`src/hdl/bus_pkg.sv`:
```
package bus_pkg;

    // System address width
    localparam int addr_width = 16;

    // Request from the core
    typedef struct packed {
        logic [addr_width-1:0] addr;
        logic                  write_en;
        logic [7:0]            wdata;
    } bus_req_t;

    // Response back to the core
    typedef struct packed {
        logic [7:0] rdata;
        logic       write_ack;
    } bus_rsp_t;

    // Shared peripheral bus, sel is high for exactly one cycle per access
    typedef struct packed {
        logic                  sel;
        logic [addr_width-1:0] addr;
        logic                  write_en;
        logic [7:0]            wdata;
    } periph_bus_t;

endpackage

```
`src/hdl/io_pkg.sv`:
```
package io_pkg;

    // Byte registers per peripheral window
    localparam int io_window = 8;

    // GPIO pin count
    localparam int pin_width = 16;

    // GPIO register offsets
    localparam logic [2:0] reg_gpo_lo  = 3'd0;
    localparam logic [2:0] reg_gpo_hi  = 3'd1;
    localparam logic [2:0] reg_gpi_lo  = 3'd2;
    localparam logic [2:0] reg_gpi_hi  = 3'd3;
    localparam logic [2:0] reg_rise_lo = 3'd4;
    localparam logic [2:0] reg_rise_hi = 3'd5;
    localparam logic [2:0] reg_fall_lo = 3'd6;
    localparam logic [2:0] reg_fall_hi = 3'd7;

    // Timer register offsets, 5 to 7 unused
    localparam logic [2:0] reg_reload_lo = 3'd0;
    localparam logic [2:0] reg_reload_hi = 3'd1;
    localparam logic [2:0] reg_ctrl      = 3'd2;
    localparam logic [2:0] reg_count_lo  = 3'd3;
    localparam logic [2:0] reg_count_hi  = 3'd4;

endpackage

```
`src/hdl/rw_register.sv`:
```
`timescale 1ns/10ps

module rw_register #(
    parameter logic [2:0] reg_addr    = 3'd0,
    parameter logic [7:0] reset_value = 8'h00
) (
    input  logic                 clk,
    input  logic                 reset,
    input  bus_pkg::periph_bus_t bus,
    input  logic                 hit,
    output logic [7:0]           rdata,
    output logic [7:0]           value
);

    logic addressed;

    // Window hit, strobe and own offset
    assign addressed = hit && bus.sel && (bus.addr[2:0] == reg_addr);

    always_ff @(posedge clk) begin
        if (!reset) begin
            value <= reset_value;
        end else if (addressed && bus.write_en) begin
            value <= bus.wdata;
        end
    end

    // Zero unless this register is being read
    assign rdata = (addressed && !bus.write_en) ? value : 8'h00;

endmodule

```
`src/hdl/gpio.sv`:
```
`timescale 1ns/10ps

module gpio #(
    parameter logic [bus_pkg::addr_width-1:0] base_addr = 16'hFF08
) (
    input  logic                       clk,
    input  logic                       reset,
    input  bus_pkg::periph_bus_t       bus,
    output logic [7:0]                 rdata,
    input  logic [io_pkg::pin_width-1:0] gpi,
    output logic [io_pkg::pin_width-1:0] gpo,
    output logic                       irq
);

    import bus_pkg::*;
    import io_pkg::*;

    logic [addr_width-1:0] offset;
    logic                  hit;
    logic                  rd;
    logic [pin_width-1:0]  prev_gpi;
    logic [pin_width-1:0]  rise_mask;
    logic [pin_width-1:0]  fall_mask;
    logic [pin_width-1:0]  rising;
    logic [pin_width-1:0]  falling;
    logic [7:0]            rd_gpo_lo;
    logic [7:0]            rd_gpo_hi;
    logic [7:0]            rd_gpi_lo;
    logic [7:0]            rd_gpi_hi;
    logic [7:0]            rd_rise_lo;
    logic [7:0]            rd_rise_hi;
    logic [7:0]            rd_fall_lo;
    logic [7:0]            rd_fall_hi;

    // Window decode
    assign offset = bus.addr - base_addr;
    assign hit    = offset < addr_width'(io_window);
    assign rd     = hit && bus.sel && !bus.write_en;

    rw_register #(.reg_addr(reg_gpo_lo), .reset_value(8'h00)) gpo_lo_i (
        .clk, .reset, .bus, .hit, .rdata(rd_gpo_lo), .value(gpo[7:0])
    );
    rw_register #(.reg_addr(reg_gpo_hi), .reset_value(8'h00)) gpo_hi_i (
        .clk, .reset, .bus, .hit, .rdata(rd_gpo_hi), .value(gpo[15:8])
    );
    rw_register #(.reg_addr(reg_rise_lo), .reset_value(8'h00)) rise_lo_i (
        .clk, .reset, .bus, .hit, .rdata(rd_rise_lo), .value(rise_mask[7:0])
    );
    rw_register #(.reg_addr(reg_rise_hi), .reset_value(8'h00)) rise_hi_i (
        .clk, .reset, .bus, .hit, .rdata(rd_rise_hi), .value(rise_mask[15:8])
    );
    rw_register #(.reg_addr(reg_fall_lo), .reset_value(8'h00)) fall_lo_i (
        .clk, .reset, .bus, .hit, .rdata(rd_fall_lo), .value(fall_mask[7:0])
    );
    rw_register #(.reg_addr(reg_fall_hi), .reset_value(8'h00)) fall_hi_i (
        .clk, .reset, .bus, .hit, .rdata(rd_fall_hi), .value(fall_mask[15:8])
    );

    // Input bytes are read straight from the pins
    assign rd_gpi_lo = (rd && bus.addr[2:0] == reg_gpi_lo) ? gpi[7:0] : 8'h00;
    assign rd_gpi_hi = (rd && bus.addr[2:0] == reg_gpi_hi) ? gpi[15:8] : 8'h00;

    assign rdata = rd_gpo_lo | rd_gpo_hi | rd_gpi_lo | rd_gpi_hi
                 | rd_rise_lo | rd_rise_hi | rd_fall_lo | rd_fall_hi;

    always_ff @(posedge clk) begin
        if (!reset) begin
            prev_gpi <= '0;
        end else begin
            prev_gpi <= gpi;
        end
    end

    // Per-bit edges
    assign rising  = gpi & ~prev_gpi;
    assign falling = ~gpi & prev_gpi;

    assign irq = |(rising & rise_mask) || |(falling & fall_mask);

endmodule

```
`src/hdl/timer.sv`:
```
`timescale 1ns/10ps

module timer #(
    parameter logic [bus_pkg::addr_width-1:0] base_addr = 16'hFF10
) (
    input  logic                 clk,
    input  logic                 reset,
    input  bus_pkg::periph_bus_t bus,
    output logic [7:0]           rdata,
    output logic                 irq
);

    import bus_pkg::*;
    import io_pkg::*;

    logic [addr_width-1:0] offset;
    logic                  hit;
    logic                  rd;
    logic [15:0]           reload;
    logic [15:0]           count;
    logic [7:0]            ctrl;
    logic                  enable;
    logic                  start;
    logic                  wrap;
    logic [7:0]            rd_reload_lo;
    logic [7:0]            rd_reload_hi;
    logic [7:0]            rd_ctrl;
    logic [7:0]            rd_count_lo;
    logic [7:0]            rd_count_hi;

    assign offset = bus.addr - base_addr;
    assign hit    = offset < addr_width'(io_window);
    assign rd     = hit && bus.sel && !bus.write_en;

    rw_register #(.reg_addr(reg_reload_lo), .reset_value(8'h00)) reload_lo_i (
        .clk, .reset, .bus, .hit, .rdata(rd_reload_lo), .value(reload[7:0])
    );
    rw_register #(.reg_addr(reg_reload_hi), .reset_value(8'h00)) reload_hi_i (
        .clk, .reset, .bus, .hit, .rdata(rd_reload_hi), .value(reload[15:8])
    );
    rw_register #(.reg_addr(reg_ctrl), .reset_value(8'h00)) ctrl_i (
        .clk, .reset, .bus, .hit, .rdata(rd_ctrl), .value(ctrl)
    );

    assign enable = ctrl[0];

    // Control write with enable set restarts from the reload value
    assign start = hit && bus.sel && bus.write_en
                && (bus.addr[2:0] == reg_ctrl) && bus.wdata[0];

    assign wrap = enable && (count == 16'h0000);

    always_ff @(posedge clk) begin
        if (!reset) begin
            count <= 16'h0000;
        end else if (start || wrap) begin
            count <= reload;
        end else if (enable) begin
            count <= count - 16'd1;
        end
    end

    assign irq = wrap;

    assign rd_count_lo = (rd && bus.addr[2:0] == reg_count_lo) ? count[7:0] : 8'h00;
    assign rd_count_hi = (rd && bus.addr[2:0] == reg_count_hi) ? count[15:8] : 8'h00;

    assign rdata = rd_reload_lo | rd_reload_hi | rd_ctrl | rd_count_lo | rd_count_hi;

endmodule

```
`src/hdl/bus_bridge.sv`:
```
`timescale 1ns/10ps

module bus_bridge (
    input  logic                 clk,
    input  logic                 reset,
    input  bus_pkg::bus_req_t    req,
    input  logic                 req_valid,
    output logic                 req_ready,
    output bus_pkg::bus_rsp_t    rsp,
    output logic                 rsp_valid,
    input  logic                 rsp_ready,
    output bus_pkg::periph_bus_t bus,
    input  logic [7:0]           rdata
);

    import bus_pkg::*;

    typedef enum logic [1:0] {
        st_idle,
        st_access,
        st_respond
    } state_t;

    state_t   state;
    bus_req_t held;

    always_ff @(posedge clk) begin
        if (!reset) begin
            state <= st_idle;
        end else begin
            case (state)
                st_idle:    if (req_valid) state <= st_access;
                st_access:  state <= st_respond;
                st_respond: if (rsp_ready) state <= st_idle;
                default:    state <= st_idle;
            endcase
        end
    end

    // Payload
    always_ff @(posedge clk) begin
        if (state == st_idle && req_valid) begin
            held <= req;
        end
        if (state == st_access) begin
            rsp.rdata     <= held.write_en ? 8'h00 : rdata;
            rsp.write_ack <= held.write_en;
        end
    end

    assign req_ready = (state == st_idle);
    assign rsp_valid = (state == st_respond);

    // One strobe cycle per transaction
    assign bus.sel      = (state == st_access);
    assign bus.addr     = held.addr;
    assign bus.write_en = held.write_en;
    assign bus.wdata    = held.wdata;

endmodule

```
`src/hdl/io_subsystem.sv`:
```
`timescale 1ns/10ps

module io_subsystem #(
    parameter logic [bus_pkg::addr_width-1:0] gpio_base  = 16'hFF08,
    parameter logic [bus_pkg::addr_width-1:0] timer_base = 16'hFF10
) (
    input  logic                         clk,
    input  logic                         reset,
    input  bus_pkg::bus_req_t            req,
    input  logic                         req_valid,
    output logic                         req_ready,
    output bus_pkg::bus_rsp_t            rsp,
    output logic                         rsp_valid,
    input  logic                         rsp_ready,
    input  logic [io_pkg::pin_width-1:0] gpi,
    output logic [io_pkg::pin_width-1:0] gpo,
    output logic                         gpio_irq,
    output logic                         timer_irq
);

    import bus_pkg::*;

    periph_bus_t bus;
    logic [7:0]  gpio_rdata;
    logic [7:0]  timer_rdata;
    logic [7:0]  periph_rdata;

    bus_bridge bus_bridge_i (
        .clk, .reset,
        .req, .req_valid, .req_ready,
        .rsp, .rsp_valid, .rsp_ready,
        .bus,
        .rdata(periph_rdata)
    );

    gpio #(.base_addr(gpio_base)) gpio_i (
        .clk, .reset, .bus,
        .rdata(gpio_rdata),
        .gpi, .gpo,
        .irq(gpio_irq)
    );

    timer #(.base_addr(timer_base)) timer_i (
        .clk, .reset, .bus,
        .rdata(timer_rdata),
        .irq(timer_irq)
    );

    // Unclaimed addresses read as zero since both sides drive zero
    assign periph_rdata = gpio_rdata | timer_rdata;

endmodule

```
`config.mk`:
```
export PLATFORM = sky130hd
export DESIGN_NAME = io_subsystem
export DESIGN_NICKNAME = d
export VERILOG_FILES = /design/src/hdl/bus_pkg.sv /design/src/hdl/io_pkg.sv /design/src/hdl/rw_register.sv /design/src/hdl/gpio.sv /design/src/hdl/timer.sv /design/src/hdl/bus_bridge.sv /design/src/hdl/io_subsystem.sv
export SDC_FILE = /design/constraint.sdc
export NUM_CORES = 1
export LEC_CHECK = 0
export BUFFER_PORTS_ARGS = -buffer_cell sky130_fd_sc_hd__buf_2
export CAP_MARGIN = 20
export CORE_ASPECT_RATIO = 1.75
export CORE_MARGIN = 2
export CORE_UTILIZATION = 64
export DETAILED_ROUTE_END_ITERATION = 10
export PLACE_DENSITY = 0.86
export SYNTH_ARGS = -nofsm -noshare
export SYNTH_HDL_FRONTEND = slang
export SYNTH_SLANG_ARGS = --single-unit
```
`constraint.sdc`:
```
create_clock -name clk -period 6.85 [get_ports clk]
set_input_delay 0.3425 -clock clk [delete_from_list [all_inputs] [get_ports clk]]
set_output_delay 0.3425 -clock clk [all_outputs]
set_load 0.03 [all_outputs]
```
==> flow_summary_export.csv, run 1 <==
group,metric,value,unit
power,powerDensity,255,nW/µm²
yosys,yosys.area.top_type,"dfxtp_1",
clock_tree,clock-sinks,140,
drt,dr_wl_met3,1470,µm
yosys,synth.area.mux_share,14.1,%
yosys,ys.flop_type,"dfxtp_1",
timing,final_hold_viol_count,0,
yosys,synth_compound_area_share,13.3,%
timing,finalMaxSlewViolations,0,
power,leakagePower,3.29,nW
floorplan,fp.dieH,142,µm
power,p_sw_share,23.4,%
timing,finalCriticalPeriod,3350,ps
placement,pre_cts_ws,3640,ps
critical_path,slowest_stage,"a31o_1",
yosys,ys_warn_count,0,
timing,rsz0062_at_grt,"false",
drt,vias,6294,
drt,routed_via_density,6.78,
floorplan,pin_count,74,
floorplan,dieWidth,83.0,µm
global_routing,grt_pass1_vias,6024,
power,peakVddDrop,0.237,mV
clock_tree,htree_levels,4,
timing,clock_skew,7.69,ps
cells_and_area,nNetsFinal,832,
yosys,synth_top_area_share,30.4,%
critical_path,setup.worst_path.start_class,"flop",
drt,wire_per_inst,21.4,µm
drt,wl,19900,µm
power,switchingPower,0.000482,W
timing,fin_ws,3500,ps
yosys,synth.distinct_cells,64,
global_routing,grt_max_degree,107,
critical_path,cp.depth,5,
cells_and_area,area_delta_synth_final,15.7,%
cells_and_area,diodes,0,
hold_path,worstHoldPathType,"in -> reg",
clock_tree,clk_path_buf_depth,2,
yosys,synth_simple_gate_area_share,21.7,%
clock_tree,cts_hold_buf,0,
drt,wl_met1,6950,µm
yosys,syn_inst,730,
drt,ant_nets,0,
power,power_frac_clock,50.2,%
timing,relSlewSlack,22.4,%
timing,fin_crit_sh,48.9,%
timing,fmax,299,MHz
critical_path,crit_family,"compound AO/OA/AOI/OAI gates",
floorplan,core-area,10700,µm²
yosys,synth-edff-count,34,
yosys,netlist_area,6990,µm²
global_routing,grt_antenna_before_repair,0,
timing,setup_viol,0,
placement,hpwlAfterDp,13600,µm
timing,finalSetupTns,0,ps
cells_and_area,layout_common_cells,"128 x nand2_1, 106 x dfxtp_1, 74 x mux2i_1",
drt,initialDrtViolationCount,694,
global_routing,grt_pass1_wl,31200,µm
power,combPwrFrac,6.7,%
critical_path,crit_type,"reg -> reg",
clock_tree,cts_buffers,17,
floorplan,row_count,50,
timing,worst_slew_pin_slew,1160,ps
clock_tree,cts_tree,"built",
clock_tree,cts_resized,0,
yosys,yosysSeqAreaShare,45.0,%
power,seq_power_share,43.1,%
critical_path,cp.arrival,3690,ps
drt,dr.pass1.iters,5,
clock_tree,clkSlewWorstSetupHoldPaths,60,ps
yosys,synthAdderAreaFrac,0.358,%
power,intPower,0.00158,W
floorplan,initial_core_util,65.3,%
yosys,synth_top_cells_by_area,"dfxtp_1 30%, edfxtp_1 15%, mux2i_1 11%",
floorplan,die_area,11800,µm²
status,status,"finished clean",
global_routing,gr-total-overflow,0,
clock_tree,post_cts_buffers,0,
placement,gp_congestion,0.943,
cells_and_area,drive_above_1_share,18.2,%
global_routing,grt_use_total,33.8,%
yosys,syn_area_per_cell,9.57,µm²
critical_path,cp_max_fo,25,
critical_path,max_stage_delay,830,ps
clock_tree,clkLatencyLatePin,430,ps
yosys,synth_top_family_by_area,"simple AND/OR/NAND/NOR gates",
cells_and_area,final_common_cell,"nand2_1",
critical_path,cp_num_buf_inv,0,
drt,maxUsedRoutingLayer,"met4",
hold_path,whs_path_depth,1,
yosys,synth-async-reset-ratio,0,%
critical_path,crit_chain,"nand2b_1, nor4b_1, o2111a_2, a31o_1, mux2i_1",
yosys,syn_nets,777,
drt,met2_length,10200,µm
placement,portBuffers,73,
run,maxCapViolations,0,
clock_tree,root_buffer,"clkbuf_16",
critical_path,r2r_cells,5,
drt,drc,0,
yosys,synth_xor_area_share,2.01,%
critical_path,crit_path_end_kind,"flop",
critical_path,worstPathRequired,7190,ps
yosys,ys_ff_latch,140,
==> registers in the layout, indices dropped and copies added (netlist names) <==
register / count
timer_i.reload_lo_i.value: 8
bus_bridge_i.state: 2
gpio_i.gpo_hi_i.value: 8
gpio_i.fall_hi_i.value: 8
gpio_i.prev_gpi: 16
gpio_i.fall_lo_i.value: 8
gpio_i.gpo_lo_i.value: 8
gpio_i.rise_hi_i.value: 8
bus_bridge_i.rsp: 9
timer_i.count: 16
gpio_i.rise_lo_i.value: 8
bus_bridge_i.bus: 25
timer_i.ctrl_i.value: 8
timer_i.reload_hi_i.value: 8
==> metrics by stage <==
stage               instances  instance area [µm²]  hold WS, ps  utilization [%]  power, W
finish                    928                 8080         88.5             75.6   0.00206
global route              928                 8080         72.9             75.6   0.00211
CTS                       927                 8070         83.8             75.4   0.00205
detailed placement        895                 7390          466             69.1   0.00103
global placement          895                 7390          459             69.1   0.00103
floorplan                 730                 6990          441                -  0.000988
==> area by class of cell <==
class / instances / area [µm²]
Clock buffer: 23 / 533
Clock inverter: 9 / 144
Fill cell: 698 / 2620
Inverter: 10 / 37.5
Multi-Input combinational cell: 533 / 3610
Sequential cell: 140 / 3140
Tap cell: 130 / 163
Timing Repair Buffer: 83 / 448
==> power by group through the flow <==
stage	Sequential (W)	Clock, W	Combinational (W)
floorplan	0.000899	0	0.0000884
global route	0.000888	0.00107	0.000146
global placement	0.000902	0	0.000128
finish	0.000886	0.00103	0.000138
detailed placement	0.000904	0	0.000131
CTS	0.000886	0.00103	0.000133
==> final timing paths <==
path	startpoint	to	slack, ps
worst max-delay path	bus_bridge_i.bus[8]$_DFFE_PP_	timer_i.count[9]$_SDFFE_PN0P_	3500
worst min-delay path	req[24]	bus_bridge_i.bus[24]$_DFFE_PP_	90
worst max register to register	bus_bridge_i.bus[8]$_DFFE_PP_	timer_i.count[9]$_SDFFE_PN0P_	3500
worst min register to register	timer_i.ctrl_i.value[4]$_SDFFE_PN0P_	timer_i.ctrl_i.value[4]$_SDFFE_PN0P_	480
==> routing by layer <==
layer  track usage, %  up-vias
li1                 -     2820
met4             23.0        0
met5                0        -
met3             7.02       87
met1             37.3     2976
met2             58.0      411
==> synthesized netlist by cell type, types with 3 or more instances <==
library cell	count
xnor2_1	11
nor2_1	13
clkbuf_1	34
a21boi_0	3
a21oi_1	39
nand4_2	4
nand2b_1	3
o2111ai_1	7
inv_1	9
a22oi_1	11
o21ai_0	34
o21a_1	4
nand3_1	13
dfxtp_1	106
edfxtp_1	34
and3_1	5
buf_2	4
xor2_1	5
mux4_2	6
nor2b_1	7
nor3_1	8
nand2_1	128
nor4_1	11
o22ai_1	18
mux2_2	10
buf_1	4
nand3b_1	13
and2_1	20
nor3b_1	6
or3_1	5
a2bb2oi_1	3
nand4_1	33
a221oi_1	5
mux2i_1	74
==> cell families after synthesis <==
kind of cell             after synthesis
AO/OA/AOI/OAI                        142
adder cells (fa/ha/maj)                2
multiplexers                          90
AND/OR/NAND/NOR                      283
buffers and inverters                 57
XOR/XNOR                              16
flip-flops                           140
Note: power is estimated with default switching activity, not from simulation.
==> run 2: changes to the inputs <==
--- a/config.mk
+++ b/config.mk
@@ -9,9 +9,9 @@
 export CAP_MARGIN = 20
 export CORE_ASPECT_RATIO = 1.75
 export CORE_MARGIN = 2
-export CORE_UTILIZATION = 64
+export CORE_UTILIZATION = 53
 export DETAILED_ROUTE_END_ITERATION = 10
-export PLACE_DENSITY = 0.86
+export PLACE_DENSITY = 0.76
 export SYNTH_ARGS = -nofsm -noshare
 export SYNTH_HDL_FRONTEND = slang
 export SYNTH_SLANG_ARGS = --single-unit
==> constraint.sdc (replaced) <==
create_clock -name clk -period 2.7 [get_ports clk]
set_input_delay 0.135 -clock clk [delete_from_list [all_inputs] [get_ports clk]]
set_output_delay 0.135 -clock clk [all_outputs]
set_load 0.03 [all_outputs]
==> flow_summary_export.csv, run 2 (synthesis results as in run 1) <==
group,metric,value,unit
global_routing,grt_antenna_before_repair,0,
cells_and_area,area_delta_synth_final,23.8,%
status,status,"finished clean",
timing,finalMaxSlewViolations,0,
cells_and_area,largest_reg_flops,25,
power,total_power,0.00496,W
floorplan,die_area,14200,µm²
cells_and_area,diodes,0,
cells_and_area,layout_common_cells,"128 x nand2_1, 106 x dfxtp_1, 74 x mux2i_1",
critical_path,crit_path_end_kind,"flop",
clock_tree,clkSlewWorstSetupHoldPaths,60,ps
drt,drc,0,
critical_path,worstPathRequired,3040,ps
critical_path,crit_chain,"or4b_1, a21oi_1, o2111a_2, a31o_1, buf_4, mux2i_1",
floorplan,dieWidth,90.8,µm
clock_tree,post_cts_buffers,0,
hold_path,whs_path_depth,3,
cells_and_area,fill_cells,1061,
timing,rsz0062_at_grt,"false",
global_routing,grt_pass1_wl,32900,µm
global_routing,grt_max_degree,49,
run,maxCapViolations,0,
critical_path,cp.arrival,2910,ps
clock_tree,clkLatencyLatePin,430,ps
critical_path,slowest_stage,"or4b_1",
critical_path,max_stage_delay,570,ps
timing,finalCriticalPeriod,2570,ps
cells_and_area,nNetsFinal,898,
drt,wl,21100,µm
global_routing,gr-total-overflow,0,
timing,relSlewSlack,40.5,%
global_routing,grt_use_total,30.0,%
drt,initialDrtViolationCount,425,
placement,portBuffers,73,
placement,hpwlAfterDp,14700,µm
floorplan,row_count,55,
floorplan,fp.dieH,156,µm
global_routing,grt_pass1_vias,6443,
critical_path,setup.worst_path.start_class,"flop",
clock_tree,root_buffer,"clkbuf_16",
hold_path,worstHoldPathType,"in -> reg",
power,leakagePower,3.55,nW
critical_path,r2r_slack,130,ps
power,powerDensity,573,nW/µm²
clock_tree,cts_buffers,17,
cells_and_area,drive_above_1_share,19.6,%
timing,clock_skew,9.34,ps
timing,fmax,390,MHz
cells_and_area,stdcell_count,1035,
drt,dr.pass1.iters,8,
floorplan,initial_core_util,54.0,%
placement,gp_congestion,0.945,
cells_and_area,final_common_cell,"nand2_1",
timing,worst_slew_pin_slew,892,ps
floorplan,core-area,12900,µm²
critical_path,timing.rr.end,"timer_i.count[11]$_SDFFE_PN0P_",
drt,vias,6453,
critical_path,worstReg2RegStart,"bus_bridge_i.bus[14]$_DFFE_PP_",
power,peakVddDrop,0.482,mV
clock_tree,clock-sinks,140,
timing,setup_viol,0,
critical_path,cp_max_fo,16,
timing,final_hold_viol_count,0,
timing,fin_crit_sh,95.0,%
hold_path,hp-start,"reset",
critical_path,r2r_cells,6,
drt,ant_nets,0,
drt,wire_per_inst,20.4,µm
critical_path,crit_type,"reg -> reg",
clock_tree,htree_levels,4,
placement,dp.cells,960,
clock_tree,clk_path_buf_depth,2,
clock_tree,cts_tree,"built",
hold_path,hold_end,"timer_i.count[6]$_SDFFE_PN0P_",
drt,routed_via_density,6.23,
floorplan,pin_count,74,
[run 2: cell count changes in the layout (fill, tap and decap cells not counted), sizes merged]
cell	delta
bufinv	-2
clkinv	+3
clkbuf	-3
buf	+23
inv	+2
dlygate4sd3	+43
[run 2: power breakdown]
part           switching, W  internal [W]
clock network      0.000930       0.00135
logic              0.000260      0.000171
registers         0.0000451       0.00220
[run 2: cell type report]
type	instances	area [µm²]	share of cell area, %
Clock buffer	20	468	5.41
Clock inverter	12	109	1.26
Inverter	10	37.5	0.434
Multi-Input combinational cell	533	3620	41.9
Sequential cell	140	3140	36.3
Tap cell	171	214	2.47
Timing Repair Buffer	149	1060	12.2
[run 2: worst max path at each step]
stage,from,to,slack [ps],depth (start not counted)
finish,bus_bridge_i.bus[14]$_DFFE_PP_,timer_i.count[11]$_SDFFE_PN0P_,130,6
global placement,bus_bridge_i.bus[13]$_DFFE_PP_,gpio_i.rise_lo_i.value[2]$_SDFFE_PN0P_,50,7
floorplan,timer_i.count[2]$_SDFFE_PN0P_,timer_irq,200,3
CTS,bus_bridge_i.bus[13]$_DFFE_PP_,gpio_i.rise_lo_i.value[2]$_SDFFE_PN0P_,130,8
global route,bus_bridge_i.bus[13]$_DFFE_PP_,gpio_i.rise_lo_i.value[2]$_SDFFE_PN0P_,9,8
detailed placement,bus_bridge_i.bus[13]$_DFFE_PP_,gpio_i.rise_lo_i.value[3]$_SDFFE_PN0P_,-60,7
[run 2: metrics by stage]
stage               worst slack [ps]  util, %  TNS, ps  hold WS, ps  instance area (µm²)
CTS                              128     66.9        0          341                 8650
finish                           135     66.9        0          357                 8650
global placement                47.1     59.0        0          311                 7630
global route                    8.66     66.9        0          403                 8650
floorplan                        196        -        0          234                 6990
detailed placement             -60.2     59.0     -347          313                 7630
[run 2: critical path: cells and delay by family, from the launching register on]
kind	cells	cell delay, ps
AOI/OAI and AO/OA	3	850
and+or+nand+nor	1	570
DFF	1	480
buffers and inverters	1	300
muxes	1	260
[run 2: what timing repair did]
action | CTS | global route
hold buffers | 43 | 0
setup endpoints to repair | 8 | 0
endpoints found under the hold margin | 43 | 0
gates resized for setup | 1 | 0
[run 2: metal layers]
| metal | routed length [µm] | GRT usage [%] | share of wire, % |
|---|---|---|---|
| met1 | 7390 | 30.4 | 35 |
| met2 | 11000 | 53.8 | 52 |
| met3 | 1040 | 5.51 | 4.9 |
| met4 | 1690 | 23.2 | 8.0 |
| met5 | 0 | 0 | 0 |
